==> config.mk <==
export PLATFORM = sky130hd
export DESIGN_NAME = rnn_cell_top
export DESIGN_NICKNAME = d
export VERILOG_FILES = /design/src/rnn_pkg.sv /design/src/param_mem_arbiter.sv /design/src/embedding_fetch.sv /design/src/neuron_engine.sv /design/src/rnn_cell_top.sv
export SDC_FILE = /design/constraint.sdc
export NUM_CORES = 1
export LEC_CHECK = 0
export ABC_AREA = 1
export BUFFER_PORTS_ARGS = -buffer_cell sky130_fd_sc_hd__buf_4
export CAP_MARGIN = 20
export CORE_MARGIN = 2
export CORE_UTILIZATION = 48
export DETAILED_ROUTE_END_ITERATION = 7
export GPL_TIMING_DRIVEN = 0
export HOLD_SLACK_MARGIN = 0.12
export PLACE_DENSITY_LB_ADDON = 0.15
export SYNTH_ARGS = -nofsm -noshare
export SYNTH_HDL_FRONTEND = slang
export SYNTH_SLANG_ARGS = --single-unit
export TNS_END_PERCENT = 1
==> constraint.sdc <==
create_clock -name clk -period 7.9 [get_ports clk]
set_clock_uncertainty 0.2 [all_clocks]
set_input_delay 0.395 -clock clk [delete_from_list [all_inputs] [get_ports clk]]
set_output_delay 0.395 -clock clk [all_outputs]
set_load 0.02 [all_outputs]
==> src/rnn_pkg.sv <==
package rnn_pkg;

    // Network sizes
    localparam int VOCAB_SIZE  = 76;
    localparam int EMBED_SIZE  = 4;
    localparam int HIDDEN_SIZE = 8;

    // Word and bus widths
    localparam int DATA_W  = 16;
    localparam int FRAC_W  = 8;                // Q8.8 fraction bits
    localparam int ADDR_W  = 27;
    localparam int TOKEN_W = 7;

    // Parameter memory map, one 16-bit word per address

    // Embedding table, token-major
    localparam int EMBED_BASE = 0;

    // Input-to-hidden weights, neuron j input e at base + j*EMBED_SIZE + e
    localparam int W_IH_BASE = EMBED_BASE + VOCAB_SIZE * EMBED_SIZE;

    // Hidden-to-hidden weights, neuron j input k at base + j*HIDDEN_SIZE + k
    localparam int W_HH_BASE = W_IH_BASE + HIDDEN_SIZE * EMBED_SIZE;

    localparam int B_IH_BASE = W_HH_BASE + HIDDEN_SIZE * HIDDEN_SIZE;
    localparam int B_HH_BASE = B_IH_BASE + HIDDEN_SIZE;

    localparam int MEM_WORDS = B_HH_BASE + HIDDEN_SIZE;   // 416 words

endpackage

==> src/param_mem_arbiter.sv <==
module param_mem_arbiter
    import rnn_pkg::*;
(
    input  logic              clk,
    input  logic              reset,
    input  logic              fetch_req,
    input  logic [ADDR_W-1:0] fetch_address,
    input  logic              engine_req,
    input  logic [ADDR_W-1:0] engine_address,
    output logic              fetch_grant_valid,
    output logic              engine_grant_valid,
    output logic [DATA_W-1:0] grant_data,
    output logic              mem_read,
    output logic [ADDR_W-1:0] mem_address,
    input  logic [DATA_W-1:0] mem_read_data,
    input  logic              mem_read_valid
);

    logic locked;          // Read outstanding
    logic owner_q;         // Owner of the outstanding read, 1 = engine
    logic owner_engine;
    logic gap;             // Idle cycle after each completed read

    // Fetch wins unless a read is already in flight
    assign owner_engine = locked ? owner_q : !fetch_req;

    assign mem_read    = !gap && (locked || fetch_req || engine_req);
    assign mem_address = owner_engine ? engine_address : fetch_address;

    assign fetch_grant_valid  = mem_read_valid && !owner_engine;
    assign engine_grant_valid = mem_read_valid && owner_engine;
    assign grant_data         = mem_read_data;

    always_ff @(posedge clk)
    begin
        if (reset)
        begin
            locked  <= 1'b0;
            owner_q <= 1'b0;
            gap     <= 1'b0;
        end
        else
        begin
            gap <= mem_read_valid;
            if (mem_read_valid)
                locked <= 1'b0;
            else if (mem_read)
                locked <= 1'b1;
            if (mem_read && !locked)
                owner_q <= owner_engine;   // Capture owner as the read is issued
        end
    end

endmodule

==> src/embedding_fetch.sv <==
module embedding_fetch
    import rnn_pkg::*;
(
    input  logic               clk,
    input  logic               reset,
    input  logic               execute,
    input  logic [TOKEN_W-1:0] token,
    input  logic               engine_busy,
    output logic               req,
    output logic [ADDR_W-1:0]  req_address,
    input  logic               grant_valid,
    input  logic [DATA_W-1:0]  grant_data,
    output logic               busy,
    output logic               embed_ready,
    output logic [DATA_W-1:0]  embedding [EMBED_SIZE]
);

    logic                          reading;
    logic                          accept;
    logic [TOKEN_W-1:0]            token_q;
    logic [$clog2(EMBED_SIZE)-1:0] word_idx;

    // Stay busy through the ready pulse so busy is continuous into the engine
    assign busy   = reading || embed_ready;
    assign accept = execute && !busy && !engine_busy;

    assign req         = reading;
    assign req_address = ADDR_W'(EMBED_BASE + int'(token_q) * EMBED_SIZE + int'(word_idx));

    always_ff @(posedge clk)
    begin
        if (reset)
        begin
            reading     <= 1'b0;
            embed_ready <= 1'b0;
            word_idx    <= '0;
        end
        else
        begin
            embed_ready <= 1'b0;
            if (accept)
            begin
                reading  <= 1'b1;
                word_idx <= '0;
            end
            else if (reading && grant_valid)
            begin
                word_idx <= word_idx + 1'b1;
                if (word_idx == EMBED_SIZE - 1)
                begin
                    reading     <= 1'b0;
                    embed_ready <= 1'b1;     // All words stored
                end
            end
        end
    end

    always_ff @(posedge clk)
    begin
        if (accept)
            token_q <= token;
        if (reading && grant_valid)
            embedding[word_idx] <= grant_data;
    end

endmodule

==> src/neuron_engine.sv <==
module neuron_engine
    import rnn_pkg::*;
(
    input  logic                           clk,
    input  logic                           reset,
    input  logic                           embed_ready,
    input  logic [DATA_W-1:0]              embedding [EMBED_SIZE],
    output logic                           req,
    output logic [ADDR_W-1:0]              req_address,
    input  logic                           grant_valid,
    input  logic [DATA_W-1:0]              grant_data,
    output logic                           busy,
    output logic                           neuron_valid,
    output logic [$clog2(HIDDEN_SIZE)-1:0] neuron_index,
    output logic [DATA_W-1:0]              neuron_value,
    output logic                           done
);

    localparam logic [1:0] S_IDLE = 2'd0;
    localparam logic [1:0] S_RUN  = 2'd1;
    localparam logic [1:0] S_COPY = 2'd2;

    localparam logic [1:0] PH_HH  = 2'd0;    // Hidden weights times old state
    localparam logic [1:0] PH_BHH = 2'd1;
    localparam logic [1:0] PH_IH  = 2'd2;    // Input weights times embedding
    localparam logic [1:0] PH_BIH = 2'd3;

    logic [1:0]                     state;
    logic [1:0]                     phase;
    logic [$clog2(HIDDEN_SIZE)-1:0] neuron;
    logic [$clog2(HIDDEN_SIZE)-1:0] k;
    logic [DATA_W-1:0]              old_h [HIDDEN_SIZE];
    logic [DATA_W-1:0]              new_h [HIDDEN_SIZE];
    logic [DATA_W-1:0]              acc;

    logic [DATA_W-1:0]              operand;
    logic signed [2*DATA_W-1:0]     product;
    logic [DATA_W-1:0]              term;
    logic [DATA_W-1:0]              acc_next;
    logic                           take;

    assign busy = (state != S_IDLE);
    assign req  = (state == S_RUN);
    assign take = req && grant_valid;

    always_comb
    begin
        case (phase)
            PH_HH:   req_address = ADDR_W'(W_HH_BASE + int'(neuron) * HIDDEN_SIZE + int'(k));
            PH_BHH:  req_address = ADDR_W'(B_HH_BASE + int'(neuron));
            PH_IH:   req_address = ADDR_W'(W_IH_BASE + int'(neuron) * EMBED_SIZE + int'(k));
            default: req_address = ADDR_W'(B_IH_BASE + int'(neuron));
        endcase
    end

    // Q8.8 multiply-accumulate, products truncated and sums wrapping
    always_comb
    begin
        operand = (phase == PH_HH) ? old_h[k] : embedding[k[$clog2(EMBED_SIZE)-1:0]];
        product = $signed(grant_data) * $signed(operand);
        if (phase == PH_HH || phase == PH_IH)
            term = product[FRAC_W +: DATA_W];
        else
            term = grant_data;                 // Bias words add directly
        acc_next = acc + term;
    end

    always_ff @(posedge clk)
    begin
        if (reset)
        begin
            state        <= S_IDLE;
            phase        <= PH_HH;
            neuron       <= '0;
            k            <= '0;
            neuron_valid <= 1'b0;
            done         <= 1'b0;
            for (int i = 0; i < HIDDEN_SIZE; i++)
            begin
                old_h[i] <= '0;
                new_h[i] <= '0;
            end
        end
        else
        begin
            neuron_valid <= 1'b0;
            done         <= 1'b0;
            case (state)
                S_IDLE:
                begin
                    if (embed_ready)
                    begin
                        state  <= S_RUN;
                        phase  <= PH_HH;
                        neuron <= '0;
                        k      <= '0;
                    end
                end
                S_RUN:
                begin
                    if (grant_valid)
                    begin
                        case (phase)
                            PH_HH:
                            begin
                                if (k == HIDDEN_SIZE - 1)
                                begin
                                    phase <= PH_BHH;
                                    k     <= '0;
                                end
                                else
                                    k <= k + 1'b1;
                            end
                            PH_BHH:
                                phase <= PH_IH;
                            PH_IH:
                            begin
                                if (k == EMBED_SIZE - 1)
                                begin
                                    phase <= PH_BIH;
                                    k     <= '0;
                                end
                                else
                                    k <= k + 1'b1;
                            end
                            default:
                            begin
                                new_h[neuron] <= acc_next;
                                neuron_valid  <= 1'b1;
                                phase         <= PH_HH;
                                if (neuron == HIDDEN_SIZE - 1)
                                    state <= S_COPY;
                                else
                                    neuron <= neuron + 1'b1;
                            end
                        endcase
                    end
                end
                default:
                begin
                    old_h <= new_h;    // Next step sees this step's state
                    done  <= 1'b1;
                    state <= S_IDLE;
                end
            endcase
        end
    end

    always_ff @(posedge clk)
    begin
        if (state == S_IDLE)
            acc <= '0;
        else if (take)
            acc <= (phase == PH_BIH) ? '0 : acc_next;
        if (take && phase == PH_BIH)
        begin
            neuron_index <= neuron;
            neuron_value <= acc_next;
        end
    end

endmodule

==> src/rnn_cell_top.sv <==
module rnn_cell_top
    import rnn_pkg::*;
(
    input  logic                           clk,
    input  logic                           reset,
    input  logic                           execute,
    input  logic [TOKEN_W-1:0]             token,
    input  logic [DATA_W-1:0]              mem_read_data,
    input  logic                           mem_read_valid,
    output logic                           mem_read,
    output logic [ADDR_W-1:0]              mem_address,
    output logic                           busy,
    output logic                           neuron_valid,
    output logic [$clog2(HIDDEN_SIZE)-1:0] neuron_index,
    output logic [DATA_W-1:0]              neuron_value,
    output logic                           done
);

    logic              fetch_req;
    logic [ADDR_W-1:0] fetch_address;
    logic              fetch_grant_valid;
    logic              fetch_busy;
    logic              engine_req;
    logic [ADDR_W-1:0] engine_address;
    logic              engine_grant_valid;
    logic              engine_busy;
    logic [DATA_W-1:0] grant_data;
    logic              embed_ready;
    logic [DATA_W-1:0] embedding [EMBED_SIZE];

    assign busy = fetch_busy || engine_busy;

    embedding_fetch u_fetch (
        .clk         (clk),
        .reset       (reset),
        .execute     (execute),
        .token       (token),
        .engine_busy (engine_busy),
        .req         (fetch_req),
        .req_address (fetch_address),
        .grant_valid (fetch_grant_valid),
        .grant_data  (grant_data),
        .busy        (fetch_busy),
        .embed_ready (embed_ready),
        .embedding   (embedding)
    );

    neuron_engine u_engine (
        .clk          (clk),
        .reset        (reset),
        .embed_ready  (embed_ready),
        .embedding    (embedding),
        .req          (engine_req),
        .req_address  (engine_address),
        .grant_valid  (engine_grant_valid),
        .grant_data   (grant_data),
        .busy         (engine_busy),
        .neuron_valid (neuron_valid),
        .neuron_index (neuron_index),
        .neuron_value (neuron_value),
        .done         (done)
    );

    param_mem_arbiter u_arbiter (
        .clk                (clk),
        .reset              (reset),
        .fetch_req          (fetch_req),
        .fetch_address      (fetch_address),
        .engine_req         (engine_req),
        .engine_address     (engine_address),
        .fetch_grant_valid  (fetch_grant_valid),
        .engine_grant_valid (engine_grant_valid),
        .grant_data         (grant_data),
        .mem_read           (mem_read),
        .mem_address        (mem_address),
        .mem_read_data      (mem_read_data),
        .mem_read_valid     (mem_read_valid)
    );

endmodule

==> summary.txt, run 1 <==
Status
  – Status: complete, but fails checks
  – Failing checks: negative setup slack

Finish
  – Ratio of cells with drive above 1 in the final layout: 0.138
  – Final design utilization: 0.583
  – Layout overhead on the synthesized area: 20.0%
  – Final Non-Filler Cells: 4015
  – Layout Nets: 3630
  – Design area: 0.0292 mm²

Power
  – Total power: 4.24 mW
  – Pwr dens: between 100 and 150 mW/mm²
  – Leak pwr: 14.3 nW
  – VDD IR-drop max: 123 µV

Placement
  – DP Area: 0.0259 mm²
  – RD Place Congestion: approximately 0.94
  – PortBufs: 58
  – DP HPWL: 60800 µm
  – Cell count after placement: 3867

STA
  – Slew @ Worst Pin: 811 ps
  – Setup ws final: -719 ps
  – Final hold vios: 0
  – RSZ-0062 raised after global routing: yes
  – Period utilisation layout: 1.09
  – Clock period minus worst slack: 8620 ps
  – Final Max Slew Viols: 0
  – Max_slew headroom: 0.460
  – Setup total negative slack: -37200 ps
  – Final setup vio count: 76
  – Max Freq: 0.116 GHz

Critical path
  – Reg2reg setup slack: -720 ps
  – Worst R2R End: u_engine.new_h[79]
  – Req. time, crit path: just over 8000 ps
  – CP max stage delay: roughly 550 ps
  – FF-to-FF path depth: 40
  – Critical Path Fanout Max: 10
  – Reg-to-reg startpoint: u_engine.k[0]
  – Arr. time, crit path: 8870 ps
  – Crit-path slowest cell: or4_1
  – CP Capture Type: flip-flop
  – Crit start category: flip-flop
  – Critical path class: flip-flop to flip-flop

Global routing
  – Gr usage total: 0.315
  – GRT overflow: 0
  – Initial antenna violation count: 1
  – Pin count of the biggest net entering global routing: 17
  – First-pass GRT wire length: about 130000 µm
  – Vias in the first global route: roughly 22k

Min path
  – Hold EP: u_engine.old_h[104]
  – Hold Crit Depth: 2
  – Worst Hold Class: flip-flop to flip-flop
  – Hold Startpoint: u_engine.old_h[104]

Clocking
  – Max H-tree Level: 2
  – Reg clk slew, reported paths: 60 ps
  – Total clock buffers created by CTS: 41
  – Clk buf depth: 3
  – CTS tree: built
  – Clock root buffer: clkbuf_16
  – Clock latency on the worst-skew pair: 590 ps
  – Clock sinks: 381

Die
  – Rows: between 80 and 90
  – Die area: 0.0525 mm²
  – Core area: 0.0501 mm²
  – Starting density of the core: 0.486
  – Die width: 229 µm
  – Die Ht: ~230 µm
  – Io pins: 77

Logic synthesis
  – #FFs+latches synth: 381
  – Leading area contributor after synthesis: dfxtp_1
  – Main synth FF type: dfxtp_1
  – Syn avg cell area: 7.82 µm²
  – Mapped Area: between 0.02 and 0.025 mm²
  – Yosys warnings: 0
  – Synth async-reset ratio: 0
  – Sequential fraction of the synthesis area: 0.351
  – Mapped Cells: 3113
  – Top cells by area, synth: dfxtp_1 24%, fa_1 15%, edfxtp_1 11%
  – Yosys top cell area share: 0.239
  – Number of synthesized flops with an enable pin: 90
  – Yosys cell types: 53

Routing
  – Pre-antenna DRT Iters: 6
  – Vias: 21.7k
  – DR iter-0 viols: 1882
  – WL/cell: 20.4 µm
  – Routed vias/inst: 5.41
  – Final wirelength: approximately 82000 µm
  – Drt drc: 0
  – Antenna viol nets, final: 0

Run
  – Max-cap violations: 0
sequential cells by signal (all words and copies together) (netlist names):
register,flops
u_engine.phase,2
u_fetch.word_idx,2
u_engine.acc,16
u_engine.neuron_value,16
u_fetch.token_q,7
u_engine.neuron,3
u_arbiter.locked,1
u_fetch.embed_ready,1
u_arbiter.gap,1
u_engine.k,3
u_arbiter.owner_q,1
u_engine.state,2
u_fetch.embedding,64
u_fetch.req,1
u_engine.old_h,128
u_engine.done,1
u_engine.new_h,128
u_engine.neuron_valid,1
u_engine.neuron_index,3
synthesized netlist by cell type, drive strengths merged, types with 13 or more instances:
library cell	number
dfxtp	291
ha	107
nand2	542
inv	583
xor2	17
nor2	369
o211ai	13
or2	15
buf	71
edfxtp	90
clkbuf	111
nand3	85
o21ai	344
o22ai	24
a21oi	203
fa	187
logic make-up (layout without fill, tap and decap cells):
family,Yosys count,in the layout,share of synthesized area
fa+ha+maj,294,294,0.209
simple gates,1030,1030,0.170
xor+xnor,24,24,0.00895
other cells,1,19,0.000154
buf+inv,766,978,0.128
compound gates,617,617,0.134
flops,381,381,0.351
worst max-delay path: cells and delay by family (launching register included):
kind	cells	cell delay [ps]
xor+xnor	2	320
flops	1	360
compound gates	6	890
simple gates	10	1590
fa+ha+maj	8	3560
buf+inv	14	1560
power by group:
group | internal (mW) | leakage, nW | switching [mW]
clock | 1.24 | 0.729 | 0.844
sequential | 2.00 | 3.16 | 0.00205
combinational | 0.0438 | 10.4 | 0.111
layer usage:
layer	vias up	global-route usage	wire, µm
met1	10571	0.398	32900
li1	10032	-	-
met2	907	0.513	38200
met3	231	0.0626	6640
met4	0	0.161	4340
met5	-	0	0
per-stage QoR:
stage                     setup WS (ps)  hold slack, ps
after CTS                          -673             236
final                              -719             257
after global placement            -2590             242
after detailed placement          -2380             247
after global routing              -1080             277
after floorplan                   -2.24             230
how the worst max path moves through the flow:
| stage | startpoint | end | slack, ps | cells after the start |
|---|---|---|---|---|
| after global placement | u_engine.k[1] | u_engine.neuron_value[13] | -2590 | 40 |
| final | u_engine.k[0] | u_engine.new_h[79] | -720 | 40 |
| after global routing | u_engine.k[1] | u_engine.new_h[79] | -1080 | 41 |
| after floorplan | u_engine.k[0] | u_engine.acc[14] | -2 | 46 |
| after CTS | u_engine.k[0] | u_engine.acc[14] | -670 | 48 |
| after detailed placement | u_engine.phase[0] | u_engine.new_h[94] | -2380 | 44 |
layout by cell type, fill, tap and decap left out, drive strengths merged, types with 4 or more instances in the layout:
| master | netlist | routed |
|---|---|---|
| edfxtp | 90 | 90 |
| clkbuf | 111 | 167 |
| inv | 583 | 584 |
| buf | 71 | 186 |
| bufinv | 0 | 4 |
| fa | 187 | 187 |
| o21ai | 344 | 344 |
| or2 | 15 | 15 |
| o22ai | 24 | 24 |
| nand2 | 542 | 542 |
| nor3 | 7 | 7 |
| a21oi | 203 | 203 |
| nand3 | 85 | 85 |
| dlygate4sd3 | 0 | 25 |
| a211oi | 7 | 7 |
| a31oi | 7 | 7 |
| clkinv | 1 | 10 |
| o211ai | 13 | 13 |
| nor2 | 369 | 369 |
| conb | 1 | 18 |
| xor2 | 17 | 17 |
| o21bai | 6 | 6 |
| ha | 107 | 107 |
| dfxtp | 291 | 291 |
| xnor2 | 7 | 7 |
| nand3b | 6 | 6 |
what timing repair did:
| action | in CTS | in global routing |
|---|---|---|
| endpoints found under the hold margin | 76 | 0 |
| pin swaps | 54 | 26 |
| setup buffers | 43 | 1 |
| gates cloned | 2 | 0 |
| hold buffers | 25 | 0 |
| setup endpoints to repair | 147 | 133 |
| resized for setup | 232 | 58 |
cell type report:
cell class,count,area [µm²]
Antenna cell,1,2.50
Buffer,182,1330
Clock buffer,61,1250
Clock inverter,15,219
Fill cell,4629,20900
Inverter,584,2220
Multi-Input combinational cell,1983,13500
Sequential cell,381,8530
Tap cell,672,841
Timing Repair Buffer,136,1260
Power figures use the tool's default switching activity.
==> run 2: changes to the inputs <==
- CORE_UTILIZATION: 48 -> 40
- SKIP_LAST_GASP: default -> 1
==> summary.txt, run 2 (same netlist as run 1, synthesis figures left out) <==
Die
  – Io pins: 77
  – Rows: 90
  – Die area: between 0.06 and 0.07 mm²
  – Die Ht: 251 µm
  – Core area: 0.0602 mm²
  – Starting density of the core: 0.404
  – Die width: 251 µm

Routing
  – Final wirelength: around 87000 µm
  – WL/cell: 20.8 µm
  – DR iter-0 viols: ~1.6k
  – Routed vias/inst: between 5 and 6
  – Pre-antenna DRT Iters: 5
  – Antenna viol nets, final: 0
  – Vias: approximately 22k
  – Drt drc: 0

Critical path
  – Critical Path Fanout Max: 10
  – CP Capture Type: flip-flop
  – CP max stage delay: a little under 600 ps
  – Worst R2R End: u_engine.new_h[46]
  – Req. time, crit path: between 8000 and 9000 ps
  – Arr. time, crit path: 8890 ps
  – Critical path class: flip-flop to flip-flop
  – Crit-path slowest cell: fa_2
  – Reg-to-reg startpoint: u_engine.k[0]
  – Most frequent CP cell: inv_1
  – Crit start category: flip-flop
  – FF-to-FF path depth: 42
  – Reg2reg setup slack: -720 ps

Global routing
  – Gr usage total: 0.273
  – First-pass GRT wire length: 130000 µm
  – Initial antenna violation count: 3
  – GRT overflow: 0
  – Pin count of the biggest net entering global routing: 16
  – Vias in the first global route: 21.4k

Placement
  – PortBufs: 58
  – DP HPWL: 64100 µm
  – Setup WS pre-CTS: -2460 ps
  – RD Place Congestion: between 0.9 and 1
  – DP Area: 0.0261 mm²

Finish
  – Final design utilization: 0.496
  – Most common library cell in the layout ignoring fill and taps: inv_1
  – Ratio of cells with drive above 1 in the final layout: 0.158
  – Layout Nets: roughly 3.7k
  – Design area: 0.0299 mm²
  – Highest-count cells in the layout ignoring fill and taps: 545 x inv_1, 507 x nand2_1, 344 x nor2_1
  – # diodes: 0
  – Layout overhead on the synthesized area: 22.8%
  – Largest regs: u_engine.new_h x128, u_engine.old_h x128, u_fetch.embedding x64

STA
  – Period utilisation layout: 1.09
  – Final Max Slew Viols: 0
  – Final hold vios: 0
  – Max_slew headroom: 0.416
  – RSZ-0062 raised after global routing: yes
  – Clock period minus worst slack: around 8600 ps
  – Slew @ Worst Pin: 877 ps
  – Final setup vio count: 108
  – Max Freq: 0.116 GHz
  – Setup ws final: -725 ps

Power
  – VDD IR-drop max: about 120 µV
  – Pwr dens: around 140 mW/mm²
  – Leak pwr: 14.6 nW

Min path
  – Hold Startpoint: u_engine.new_h[12]
  – Hold EP: u_engine.old_h[12]
  – Hold Crit Depth: 2
  – Worst Hold Class: flip-flop to flip-flop

Run
  – Max-cap violations: 0

Clocking
  – Reg clk slew, reported paths: 60 ps
  – Max H-tree Level: 2
  – Clk buf depth: 3
  – Clock latency on the worst-skew pair: approximately 600 ps
  – Clock sinks: 381
  – Total clock buffers created by CTS: a little over 40
  – CTS tree: built
  – Clock root buffer: clkbuf_16

Status
  – Failing checks: negative setup slack
  – Status: complete, but fails checks
-- run 2: cell types whose count changed in the layout (fill, tap and decap cells not counted), sizes merged --
cell	before	now
buf	186	211
bufbuf	1	0
clkbuf	167	176
clkinv	10	6
clkinvlp	1	2
diode	1	0
inv	584	588
nand2	542	543
-- run 2: timing repair --
action,in CTS,in global routing
pin swaps,74,83
hold buffers,25,0
setup buffers,51,19
endpoints found under the hold margin,76,0
setup endpoints to repair,150,125
gates cloned,7,3
resized for setup,261,116
-- run 2: how the worst max path moves through the flow --
stage	slack [ps]	to	depth (start not counted)	from
final	-720	u_engine.new_h[46]	42	u_engine.k[0]
after global routing	-1010	u_engine.new_h[15]	42	u_engine.k[0]
after CTS	-790	u_engine.new_h[126]	48	u_engine.k[0]
after detailed placement	-2460	u_engine.new_h[126]	47	u_engine.k[1]
after global placement	-3280	u_engine.neuron_value[13]	39	u_engine.k[1]
after floorplan	-2	u_engine.acc[14]	46	u_engine.k[0]
-- run 2: per-layer routing --
metal	part of all wire	track usage	routed length, µm
met1	0.42	0.368	36300
met2	0.46	0.441	40100
met3	0.072	0.0341	6220
met4	0.046	0.122	3990
met5	0	0	0
-- run 2: worst max-delay path, delay by kind of cell (launching register included) --
family	cells	cell delay (ps)
buf+inv	15	1550
xor+xnor	1	210
flops	1	330
simple gates	9	1040
compound gates	9	1420
fa+ha+maj	8	3750
-- run 2: through the flow --
stage          hold slack (ps)  instances  power [mW]  setup TNS, ps
3_5_place_dp               247       3979        2.18        -213270
4_1_cts                    255       4138        4.17         -48550
5_1_grt                    275       4159        4.26         -78320
2_1_floorplan              230       3130        2.11          -2.24
3_3_place_gp               241       3970        2.18        -234890
6_report                   256       4159        4.16         -46560
-- run 2: power by group --
group          switching [mW]  internal (mW)  total, mW
clock network           0.843           1.17       2.01
registers             0.00218           2.00       2.00
logic                   0.110         0.0439      0.153
total                   0.955           3.21       4.16
-- run 2: final cells by class --
class                           count  area, µm²
Buffer                            182       1380
Clock buffer                       60       1170
Clock inverter                     16        204
Fill cell                        5788      30400
Inverter                          584       2210
Multi-Input combinational cell   1984      13800
Sequential cell                   381       8530
Tap cell                          782        978
Timing Repair Buffer              170       1570
